$ cat config.mk
export PLATFORM = sky130hd
export DESIGN_NAME = wb_cmd_subsystem
export DESIGN_NICKNAME = d
export VERILOG_FILES = /design/src/common/wb_cmd_pkg.sv /design/src/source/wb_cmd_subsystem.sv /design/src/source/wb_reg_bank.sv /design/src/source/wb_rr_arbiter.sv /design/src/source/wb_cmd_master.sv
export SDC_FILE = /design/constraint.sdc
export NUM_CORES = 1
export LEC_CHECK = 0
export ABC_AREA = 1
export ABC_CLOCK_PERIOD_IN_PS = 9200
export BUFFER_PORTS_ARGS = -buffer_cell sky130_fd_sc_hd__buf_2
export CAP_MARGIN = 30
export CORE_MARGIN = 8
export CORE_UTILIZATION = 50
export CTS_CLUSTER_SIZE = 25
export DETAILED_ROUTE_END_ITERATION = 10
export PLACE_DENSITY = 0.68
export SLEW_MARGIN = 5
export SYNTH_ARGS = -nofsm -noshare
export SYNTH_HDL_FRONTEND = slang
export SYNTH_SLANG_ARGS = --single-unit
$ cat constraint.sdc
create_clock -name aclk -period 9.2 [get_ports aclk]
set_input_delay 2.76 -clock aclk [delete_from_list [all_inputs] [get_ports aclk]]
set_output_delay 2.76 -clock aclk [all_outputs]
set_load 0.01 [all_outputs]
$ cat src/common/wb_cmd_pkg.sv
// shared Wishbone constants and bus structs for the command subsystem
package wb_cmd_pkg;

    // bus widths
    localparam int WB_DATA_W = 32;
    localparam int WB_ADR_W  = 32;
    localparam int WB_SEL_W  = WB_DATA_W / 8;

    // address word bit that marks a read command, a clear bit means write
    localparam int RD_FLAG_BIT = 31;

    // one master's request toward the bus
    // stb is not carried, it always equals cyc
    typedef struct packed {
        logic [WB_ADR_W-1:0]  adr;
        logic                 we;
        logic [WB_SEL_W-1:0]  sel;
        logic [WB_DATA_W-1:0] dat;
        logic                 cyc;
    } wb_req_t;

    // slave answer
    // exactly one of ack or err pulses per bus cycle
    typedef struct packed {
        logic [WB_DATA_W-1:0] dat;
        logic                 ack;
        logic                 err;
    } wb_rsp_t;

endpackage
$ cat src/source/wb_cmd_subsystem.sv
`timescale 1ns/1ns

// two link lanes sharing one register bank over Wishbone
module wb_cmd_subsystem #(
    parameter int ADDR_BITS = 25,
    parameter int REG_WORDS = 16
) (
    input  logic                             aclk,
    input  logic                             aresetn,

    // lane a
    input  logic [wb_cmd_pkg::WB_ADR_W-1:0]  a_addr_tdata_i,
    input  logic                             a_addr_tvalid_i,
    output logic                             a_addr_tready_o,
    input  logic [wb_cmd_pkg::WB_DATA_W-1:0] a_data_tdata_i,
    input  logic                             a_data_tvalid_i,
    output logic                             a_data_tready_o,
    output logic [wb_cmd_pkg::WB_DATA_W-1:0] a_resp_tdata_o,
    output logic                             a_resp_tvalid_o,
    input  logic                             a_resp_tready_i,

    // lane b
    input  logic [wb_cmd_pkg::WB_ADR_W-1:0]  b_addr_tdata_i,
    input  logic                             b_addr_tvalid_i,
    output logic                             b_addr_tready_o,
    input  logic [wb_cmd_pkg::WB_DATA_W-1:0] b_data_tdata_i,
    input  logic                             b_data_tvalid_i,
    output logic                             b_data_tready_o,
    output logic [wb_cmd_pkg::WB_DATA_W-1:0] b_resp_tdata_o,
    output logic                             b_resp_tvalid_o,
    input  logic                             b_resp_tready_i
);

    wb_cmd_pkg::wb_req_t req_a;
    wb_cmd_pkg::wb_req_t req_b;
    wb_cmd_pkg::wb_req_t bus_req;
    wb_cmd_pkg::wb_rsp_t rsp_a;
    wb_cmd_pkg::wb_rsp_t rsp_b;
    wb_cmd_pkg::wb_rsp_t bus_rsp;

    wb_cmd_master #(.ADDR_BITS(ADDR_BITS)) lane_a_master (
        .aclk          (aclk),
        .aresetn       (aresetn),
        .addr_tdata_i  (a_addr_tdata_i),
        .addr_tvalid_i (a_addr_tvalid_i),
        .addr_tready_o (a_addr_tready_o),
        .data_tdata_i  (a_data_tdata_i),
        .data_tvalid_i (a_data_tvalid_i),
        .data_tready_o (a_data_tready_o),
        .resp_tdata_o  (a_resp_tdata_o),
        .resp_tvalid_o (a_resp_tvalid_o),
        .resp_tready_i (a_resp_tready_i),
        .wb_req_o      (req_a),
        .wb_rsp_i      (rsp_a)
    );

    wb_cmd_master #(.ADDR_BITS(ADDR_BITS)) lane_b_master (
        .aclk          (aclk),
        .aresetn       (aresetn),
        .addr_tdata_i  (b_addr_tdata_i),
        .addr_tvalid_i (b_addr_tvalid_i),
        .addr_tready_o (b_addr_tready_o),
        .data_tdata_i  (b_data_tdata_i),
        .data_tvalid_i (b_data_tvalid_i),
        .data_tready_o (b_data_tready_o),
        .resp_tdata_o  (b_resp_tdata_o),
        .resp_tvalid_o (b_resp_tvalid_o),
        .resp_tready_i (b_resp_tready_i),
        .wb_req_o      (req_b),
        .wb_rsp_i      (rsp_b)
    );

    wb_rr_arbiter bus_arbiter (
        .aclk      (aclk),
        .aresetn   (aresetn),
        .req_a_i   (req_a),
        .req_b_i   (req_b),
        .rsp_a_o   (rsp_a),
        .rsp_b_o   (rsp_b),
        .bus_req_o (bus_req),
        .bus_rsp_i (bus_rsp)
    );

    wb_reg_bank #(
        .ADDR_BITS (ADDR_BITS),
        .REG_WORDS (REG_WORDS)
    ) regs (
        .aclk      (aclk),
        .aresetn   (aresetn),
        .bus_req_i (bus_req),
        .bus_rsp_o (bus_rsp)
    );

endmodule

$ cat src/source/wb_reg_bank.sv
`timescale 1ns/1ns

// Wishbone register slave with REG_WORDS 32-bit words
// word indexes past the end answer with err and store nothing
module wb_reg_bank #(
    parameter int ADDR_BITS = 25,
    parameter int REG_WORDS = 16
) (
    input  logic                aclk,
    input  logic                aresetn,

    input  wb_cmd_pkg::wb_req_t bus_req_i,
    output wb_cmd_pkg::wb_rsp_t bus_rsp_o
);

    localparam int WORD_W = ADDR_BITS - 2;
    localparam int IDX_W  = (REG_WORDS > 1) ? $clog2(REG_WORDS) : 1;

    logic [wb_cmd_pkg::WB_DATA_W-1:0] regs [REG_WORDS];

    logic [WORD_W-1:0] word_idx;
    logic [IDX_W-1:0]  reg_idx;
    logic              in_range;
    logic              start;

    // high in the cycle the answer is on the bus, so a held cyc is answered once
    logic              pending;

    logic                             ack_q;
    logic                             err_q;
    logic [wb_cmd_pkg::WB_DATA_W-1:0] dat_q;

    assign word_idx = bus_req_i.adr[ADDR_BITS-1:2];
    assign reg_idx  = word_idx[IDX_W-1:0];
    assign in_range = (word_idx < REG_WORDS);
    assign start    = bus_req_i.cyc && !pending;

    always_ff @(posedge aclk) begin
        if (!aresetn) begin
            pending <= 1'b0;
            ack_q   <= 1'b0;
            err_q   <= 1'b0;
            dat_q   <= '0;
        end else begin
            pending <= start;
            ack_q   <= start && in_range;
            err_q   <= start && !in_range;
            if (start && in_range && !bus_req_i.we) begin
                dat_q <= regs[reg_idx];
            end
        end
    end

    // register array, byte-lane writes
    always_ff @(posedge aclk) begin
        if (!aresetn) begin
            for (int i = 0; i < REG_WORDS; i++) begin
                regs[i] <= '0;
            end
        end else if (start && in_range && bus_req_i.we) begin
            for (int b = 0; b < wb_cmd_pkg::WB_SEL_W; b++) begin
                if (bus_req_i.sel[b]) begin
                    regs[reg_idx][8*b +: 8] <= bus_req_i.dat[8*b +: 8];
                end
            end
        end
    end

    always_comb begin
        bus_rsp_o.dat = dat_q;
        bus_rsp_o.ack = ack_q;
        bus_rsp_o.err = err_q;
    end

endmodule

$ cat src/source/wb_rr_arbiter.sv
`timescale 1ns/1ns

// two-way round-robin arbiter for the shared Wishbone bus
// the grant locks on the first cycle of a request and is released by ack or err
module wb_rr_arbiter (
    input  logic                aclk,
    input  logic                aresetn,

    input  wb_cmd_pkg::wb_req_t req_a_i,
    input  wb_cmd_pkg::wb_req_t req_b_i,
    output wb_cmd_pkg::wb_rsp_t rsp_a_o,
    output wb_cmd_pkg::wb_rsp_t rsp_b_o,

    output wb_cmd_pkg::wb_req_t bus_req_o,
    input  wb_cmd_pkg::wb_rsp_t bus_rsp_i
);

    // lane encoding used by owner, last_b and grant_b: 0 is lane a, 1 is lane b
    logic busy;
    logic owner;
    logic last_b;
    logic grant_b;
    logic any_req;
    logic bus_done;

    assign any_req  = req_a_i.cyc | req_b_i.cyc;
    assign bus_done = bus_rsp_i.ack | bus_rsp_i.err;

    // pick a lane while the bus is free, then hold the owner
    always_comb begin
        if (busy) begin
            grant_b = owner;
        end else if (req_a_i.cyc && req_b_i.cyc) begin
            // both asking, serve the lane that did not go last
            grant_b = !last_b;
        end else begin
            grant_b = req_b_i.cyc;
        end
    end

    always_ff @(posedge aclk) begin
        if (!aresetn) begin
            busy   <= 1'b0;
            owner  <= 1'b0;
            last_b <= 1'b0;
        end else if (busy) begin
            if (bus_done) begin
                busy   <= 1'b0;
                last_b <= owner;
            end
        end else if (any_req) begin
            if (bus_done) begin
                // answered in its first cycle, nothing to lock
                last_b <= grant_b;
            end else begin
                busy  <= 1'b1;
                owner <= grant_b;
            end
        end
    end

    assign bus_req_o = grant_b ? req_b_i : req_a_i;

    // read data fans out, the strobes only reach the granted lane
    always_comb begin
        rsp_a_o.dat = bus_rsp_i.dat;
        rsp_a_o.ack = bus_rsp_i.ack & !grant_b;
        rsp_a_o.err = bus_rsp_i.err & !grant_b;

        rsp_b_o.dat = bus_rsp_i.dat;
        rsp_b_o.ack = bus_rsp_i.ack & grant_b;
        rsp_b_o.err = bus_rsp_i.err & grant_b;
    end

endmodule

$ cat src/source/wb_cmd_master.sv
`timescale 1ns/1ns

// command master for one link lane
// an address word with the read flag set is a read, otherwise it is a write
// that also consumes one word from the data stream
module wb_cmd_master #(
    parameter int ADDR_BITS = 25
) (
    input  logic                                aclk,
    input  logic                                aresetn,

    input  logic [wb_cmd_pkg::WB_ADR_W-1:0]     addr_tdata_i,
    input  logic                                addr_tvalid_i,
    output logic                                addr_tready_o,

    input  logic [wb_cmd_pkg::WB_DATA_W-1:0]    data_tdata_i,
    input  logic                                data_tvalid_i,
    output logic                                data_tready_o,

    output logic [wb_cmd_pkg::WB_DATA_W-1:0]    resp_tdata_o,
    output logic                                resp_tvalid_o,
    input  logic                                resp_tready_i,

    output wb_cmd_pkg::wb_req_t                 wb_req_o,
    input  wb_cmd_pkg::wb_rsp_t                 wb_rsp_i
);

    typedef enum logic [1:0] {
        IDLE,
        ISSUE,
        WRITE_FINISH,
        READ_RESPOND
    } state_t;

    state_t state;

    // data of the most recent acked read
    logic [wb_cmd_pkg::WB_DATA_W-1:0] resp_data;
    logic addr_tready;
    logic data_tready;
    logic is_read;
    logic bus_done;

    assign is_read  = addr_tdata_i[wb_cmd_pkg::RD_FLAG_BIT];
    assign bus_done = wb_rsp_i.ack | wb_rsp_i.err;

    always_ff @(posedge aclk) begin
        if (!aresetn) begin
            state       <= IDLE;
            addr_tready <= 1'b0;
            data_tready <= 1'b0;
            resp_data   <= '0;
        end else begin
            case (state)
                IDLE: begin
                    // a write waits until its data word is there too
                    if (addr_tvalid_i && (is_read || data_tvalid_i)) begin
                        state <= ISSUE;
                    end
                end
                ISSUE: begin
                    if (bus_done) begin
                        state <= is_read ? READ_RESPOND : WRITE_FINISH;
                    end
                end
                WRITE_FINISH: state <= IDLE;
                READ_RESPOND: begin
                    if (resp_tready_i) begin
                        state <= IDLE;
                    end
                end
                default: state <= IDLE;
            endcase

            // single-cycle pops, seen in the cycle after the bus answer
            addr_tready <= (state == ISSUE) && bus_done;
            data_tready <= (state == ISSUE) && bus_done && !is_read;

            // an err leaves the old word, so the lane repeats its last read
            if ((state == ISSUE) && wb_rsp_i.ack && is_read) begin
                resp_data <= wb_rsp_i.dat;
            end
        end
    end

    assign addr_tready_o = addr_tready;
    assign data_tready_o = data_tready;

    always_comb begin
        // byte address of the word, low two bits dropped
        wb_req_o.adr = {{(wb_cmd_pkg::WB_ADR_W-ADDR_BITS){1'b0}},
                        addr_tdata_i[ADDR_BITS-1:2], 2'b00};
        wb_req_o.we  = !is_read;
        wb_req_o.sel = {wb_cmd_pkg::WB_SEL_W{!is_read}};
        wb_req_o.dat = data_tdata_i;
        wb_req_o.cyc = (state == ISSUE);
    end

    assign resp_tvalid_o = (state == READ_RESPOND);
    assign resp_tdata_o  = resp_data;

endmodule

# [After elaboration in Yosys (flattened, before gate mapping)]
# Memory sizes are Yosys's and may differ from the RTL's. A register that Yosys moved wholly into a read port is not among the register bits.
# Cells that the tools add are included.
[totals] out_inout_bits=70 ramBits=512 memories=1 reg_bits=78 input_bits=136
[op_classes] mux=40 n_lt_le_gt_ge=1 bitwise_logic=10 reduce_logical=34 eq_ne=14
[mem_list] name="regs.regs" depth=16 width=32 rd=1 rd_clocked_by_memory_dff=1 wr=16 line_no="wb_reg_bank.sv:19" source="logic [wb_cmd_pkg::WB_DATA_W-1:0] regs [REG_WORDS];"
[ops] cell="$mux 63" count=1
[ops] cell="$mux 32" count=1
[ops] cell="$reduce_or 32->1" count=1
[ops] cell="$mux 1" count=28
[ops] cell="$lt 23x5->1 const B" count=1
[ops] cell="$logic_and 1x1->1" count=16
[ops] cell="$pmux 2 s4" count=2
[ops] cell="$mux 2" count=6
[ops] cell="$reduce_and 3->1" count=4
[ops] cell="$eq 2x2->1 const B" count=4
[ops] cell="$logic_not 1->1" count=8
[ops] cell="$mux 4" count=2
[ops] cell="$ne 2x1->1 const B" count=4
[ops] cell="$ne 2x2->1 const B" count=4
[ops] cell="$and 1x1->1" count=4
[ops] cell="$eq 2x1->1 const B" count=2
[ops] cell="$logic_not 2->1" count=2
[ops] cell="$or 1x1->1" count=4
[ops] cell="$logic_or 1x1->1" count=2
[ops] cell="$not 1->1" count=2
[ops] cell="$reduce_bool 2->1" count=1

# [Logic depth before layout (Yosys ltp)]
[depth] ltp_word=13 depth_mapped=17 mapped_depth_nobuf=15

# [Hierarchy]
# A second synthesis with hierarchy kept.
[hier_totals] cells_unflattened=3887 hier_area_um2=32318.5
[by_module_without_submodules] module="wb_reg_bank" area_per_inst_um2=26574.2 n_inst=1 cells_per_inst=2958
[by_module_without_submodules] module="wb_cmd_master" area_per_inst_um2=2074.5 n_inst=2 cells_per_inst=302
[by_module_without_submodules] module="wb_rr_arbiter" area_per_inst_um2=1595.3 n_inst=1 cells_per_inst=325

# [Least setup slack after synthesis]
# Ideal clock, no wire load.
[synth_timing] path_type="input to register" startpoint="input port a_addr_tdata_i[8] in the netlist's numbering" endpoint="memory regs.regs[1][0] in the netlist's numbering, enable pin" t_required_ps=8811 stages=10 setup_slack_ps=3812 t_arrival_ps=4998 path_buffers=2 path_cell_list="or3_1 -> nor2_1 -> nand4_1 -> nand2_1 -> nand2_1 -> nor3_2 -> buf_4 -> nand3_1 -> buf_2 -> nand2_1"
[synth_rtl] item="start, declared" line_no="wb_cmd_subsystem.sv:12" source="input logic [wb_cmd_pkg::WB_ADR_W-1:0] a_addr_tdata_i,"
[synth_rtl] item="end, declared" line_no="wb_reg_bank.sv:19"

==> results.yml <==
worst_setup_path:
  cp_common_cell: "nand2_4"
  criticalPathCategory: "in -> reg"
  worstPathMaxFanout: 74
  timing.critical_path.buf_inv: 3
  cp_top_family: "simple AND/OR/NAND/NOR gates"
  crit_slowest_cell: "nand2_2"
  crit_chain: "buf_2 > inv_1 > nand2_4 > nand2_4 > nor2_1 > nand3_2 > nand2_2 > buf_16"
  crit_path_start_kind: "input pin"
  worstSetupEndpointType: "register"
  required_ns: 9.49
  cp.arrival_ns: 6.39
  critPathMaxStageDelay_ns: 0.74
cells_and_area:
  drive_gt1_share_pct: 12.4
  layout_common_cells: "nand2_1 (1046), nor2_1 (669), edfxtp_1 (512), nand3_1 (324), buf_2 (188)"
  layout_commonest_cell: "nand2_1"
  final_nets: 3442
  antenna_cells: 0
  fin_util_pct: 57.9
  area_delta_synth_final_pct: 15.1
placed_design:
  dpl.hpwl_mm: 47.7
  place.gp.congestion: 0.812
  io_buffers: 189
timing:
  rsz0062_at_grt: "no"
  min_period_ns: 6.10
  setup_tns_ns: 0
  setup_violations: 0
  slew_viol_final: 0
  final-hold-violation-count: 0
  fmax_mhz: 164
  slew_headroom_pct: 35.3
  skew_ns: 0.0141
  tightest_slew_ns: 0.970
  period_share_pct: 66.3
yosys:
  syn_inst: 3200
  syn-cell-area_um2: 28200
  yosys_warnings: 0
  synth_edf_count: 512
  synth-seq-area-share_pct: 62.4
  yosysUniqueCellTypes: 25
  synth-main-ff-cell: "edfxtp_1"
  async_flop_share_pct: 0
  avgSynthCellArea_um2: 8.81
  synth-seq-cells: 622
  syn_nets: 3336
routing:
  drc: 0
  antenna_left: 0
  route.vias.total: 23080
  vias_per_cell: 5.62
  drt_iter0_drc: 3007
  wl_per_cell_um: 20.6
  drtPass1Iterations: 6
  routed_wl_mm: 84.5
global_routing:
  grtUsageTotal_pct: 25.8
  grt_pass1_vias: 22244
  grt_first_pass_wirelength_mm: 128
  grt_max_degree: 99
  overflow: 0
  antenna_found_initial: 1
clock_tree:
  cts_tree: "built"
  clock_path_buffers: 3
  clockRootBuffer: "clkbuf_16"
  cts_sinks: 622
  cts_setup_buffers: 0
  cts_hold_buffers: 0
  cts_resized: 0
  clock_latency_ns: 0.60
  htree_levels: 3
  path_clk_slew_ns: 0.06
  cts_buffers: 66
floorplan:
  start_util_pct: 50.3
  coreArea_um2: 56100
  ios: 206
  num_rows: 87
  die_w_um: 253
  die_h_um: 253
  die_area_um2: 64200
hold_path:
  hold_class: "reg -> reg"
status:
  outcome: "finished, final reports clean"
power:
  powerDensity_nw_per_um2: 204
  p_leak_nw: 14.2
  max-vdd-ir-drop_mv: 0.120
flow_run:
  drv_cap: 0
-- cells by family after synthesis --
family                 Yosys count  share of synthesized area [%]
AOI/OAI and AO/OA              145                           2.61
DFF                            622                           62.4
and+or+nand+nor               2099                           29.8
muxes                           32                           1.14
buffers and inverters          302                           4.11
-- layer usage --
metal	track usage, %	wire [µm]	share of wire (%)
met1	32.4	31700	38
met3	5.89	10100	12
met4	10.6	3120	3.7
met5	0	0	0
met2	43.0	39600	47
-- final cells by class --
type | count | area (µm²)
Fill cell | 4688 | 23600
Timing Repair Buffer | 281 | 1990
Multi-Input combinational cell | 2276 | 9630
Clock buffer | 96 | 1940
Sequential cell | 622 | 17600
Clock inverter | 19 | 136
Inverter | 59 | 224
Tap cell | 756 | 946
-- synthesized netlist by cell type (3+ instances only) --
cell | n | area share (%)
o21ai_0 | 104 | 1.8
edfxtp_1 | 512 | 55
buf_2 | 14 | 0.25
nand4_1 | 5 | 0.11
nor3_1 | 4 | 0.071
nand2_1 | 1066 | 14
nor2_2 | 3 | 0.067
clkbuf_1 | 205 | 2.7
nor4_1 | 4 | 0.089
nor2_1 | 671 | 8.9
dfxtp_1 | 110 | 7.8
nand3_2 | 8 | 0.28
inv_1 | 58 | 0.77
buf_1 | 22 | 0.29
a21oi_1 | 38 | 0.67
mux2i_1 | 32 | 1.1
nand3_1 | 334 | 5.9
-- registers in the layout, summed over array words and instances, names as in the netlist, 2 cells and up --
name and cells:
lane_b_master.resp_tdata_o 32, lane_a_master.resp_tdata_o 32, regs.dat_q 32, lane_b_master.state 2, regs.regs 512, lane_a_master.state 2
-- metrics by stage --
| stage | std cells | setup slack (ns) | hold slack (ns) | cell area [µm²] | power [mW] |
|---|---|---|---|---|---|
| after floorplan | 3200 | 3.81 | 0.455 | 28200 | 3.75 |
| after global placement | 3965 | 1.93 | 0.430 | 29800 | 4.03 |
| after detailed placement | 3988 | 2.13 | 0.435 | 30200 | 4.07 |
| after CTS | 4103 | 2.75 | 0.444 | 32300 | 6.63 |
| after global routing | 4109 | 3.00 | 0.457 | 32400 | 6.83 |
| final | 4109 | 3.10 | 0.441 | 32400 | 6.62 |
-- path summary, 6_finish.rpt --
check,startpoint,to,slack [ns],cells after the start
worst max-delay path,b_addr_tdata_i[2],regs.regs[1][19]$_SDFFCE_PN0P_,3.10,8
worst min-delay path,lane_a_master.resp_tdata_o[17]$_SDFFE_PN0P_,lane_a_master.resp_tdata_o[17]$_SDFFE_PN0P_,0.44,2
worst max register to register,lane_b_master.state[0]$_SDFFE_PN0P_,regs.regs[1][19]$_SDFFCE_PN0P_,3.88,13
worst min register to register,lane_a_master.resp_tdata_o[17]$_SDFFE_PN0P_,lane_a_master.resp_tdata_o[17]$_SDFFE_PN0P_,0.44,2
-- worst reg2reg max path: cells and delay by family (launching register included) --
family          cells  cell delay, ns
simple gates        8            2.74
flops               1            0.38
compound gates      1            0.10
buf+inv             4            1.76
-- report_power, final --
group          switching [mW]  internal (mW)  leakage (nW)
clock network            1.08           1.51          1.02
registers              0.0235           3.11          6.19
logic                   0.666          0.229          7.01
Power figures use the tool's default switching activity.
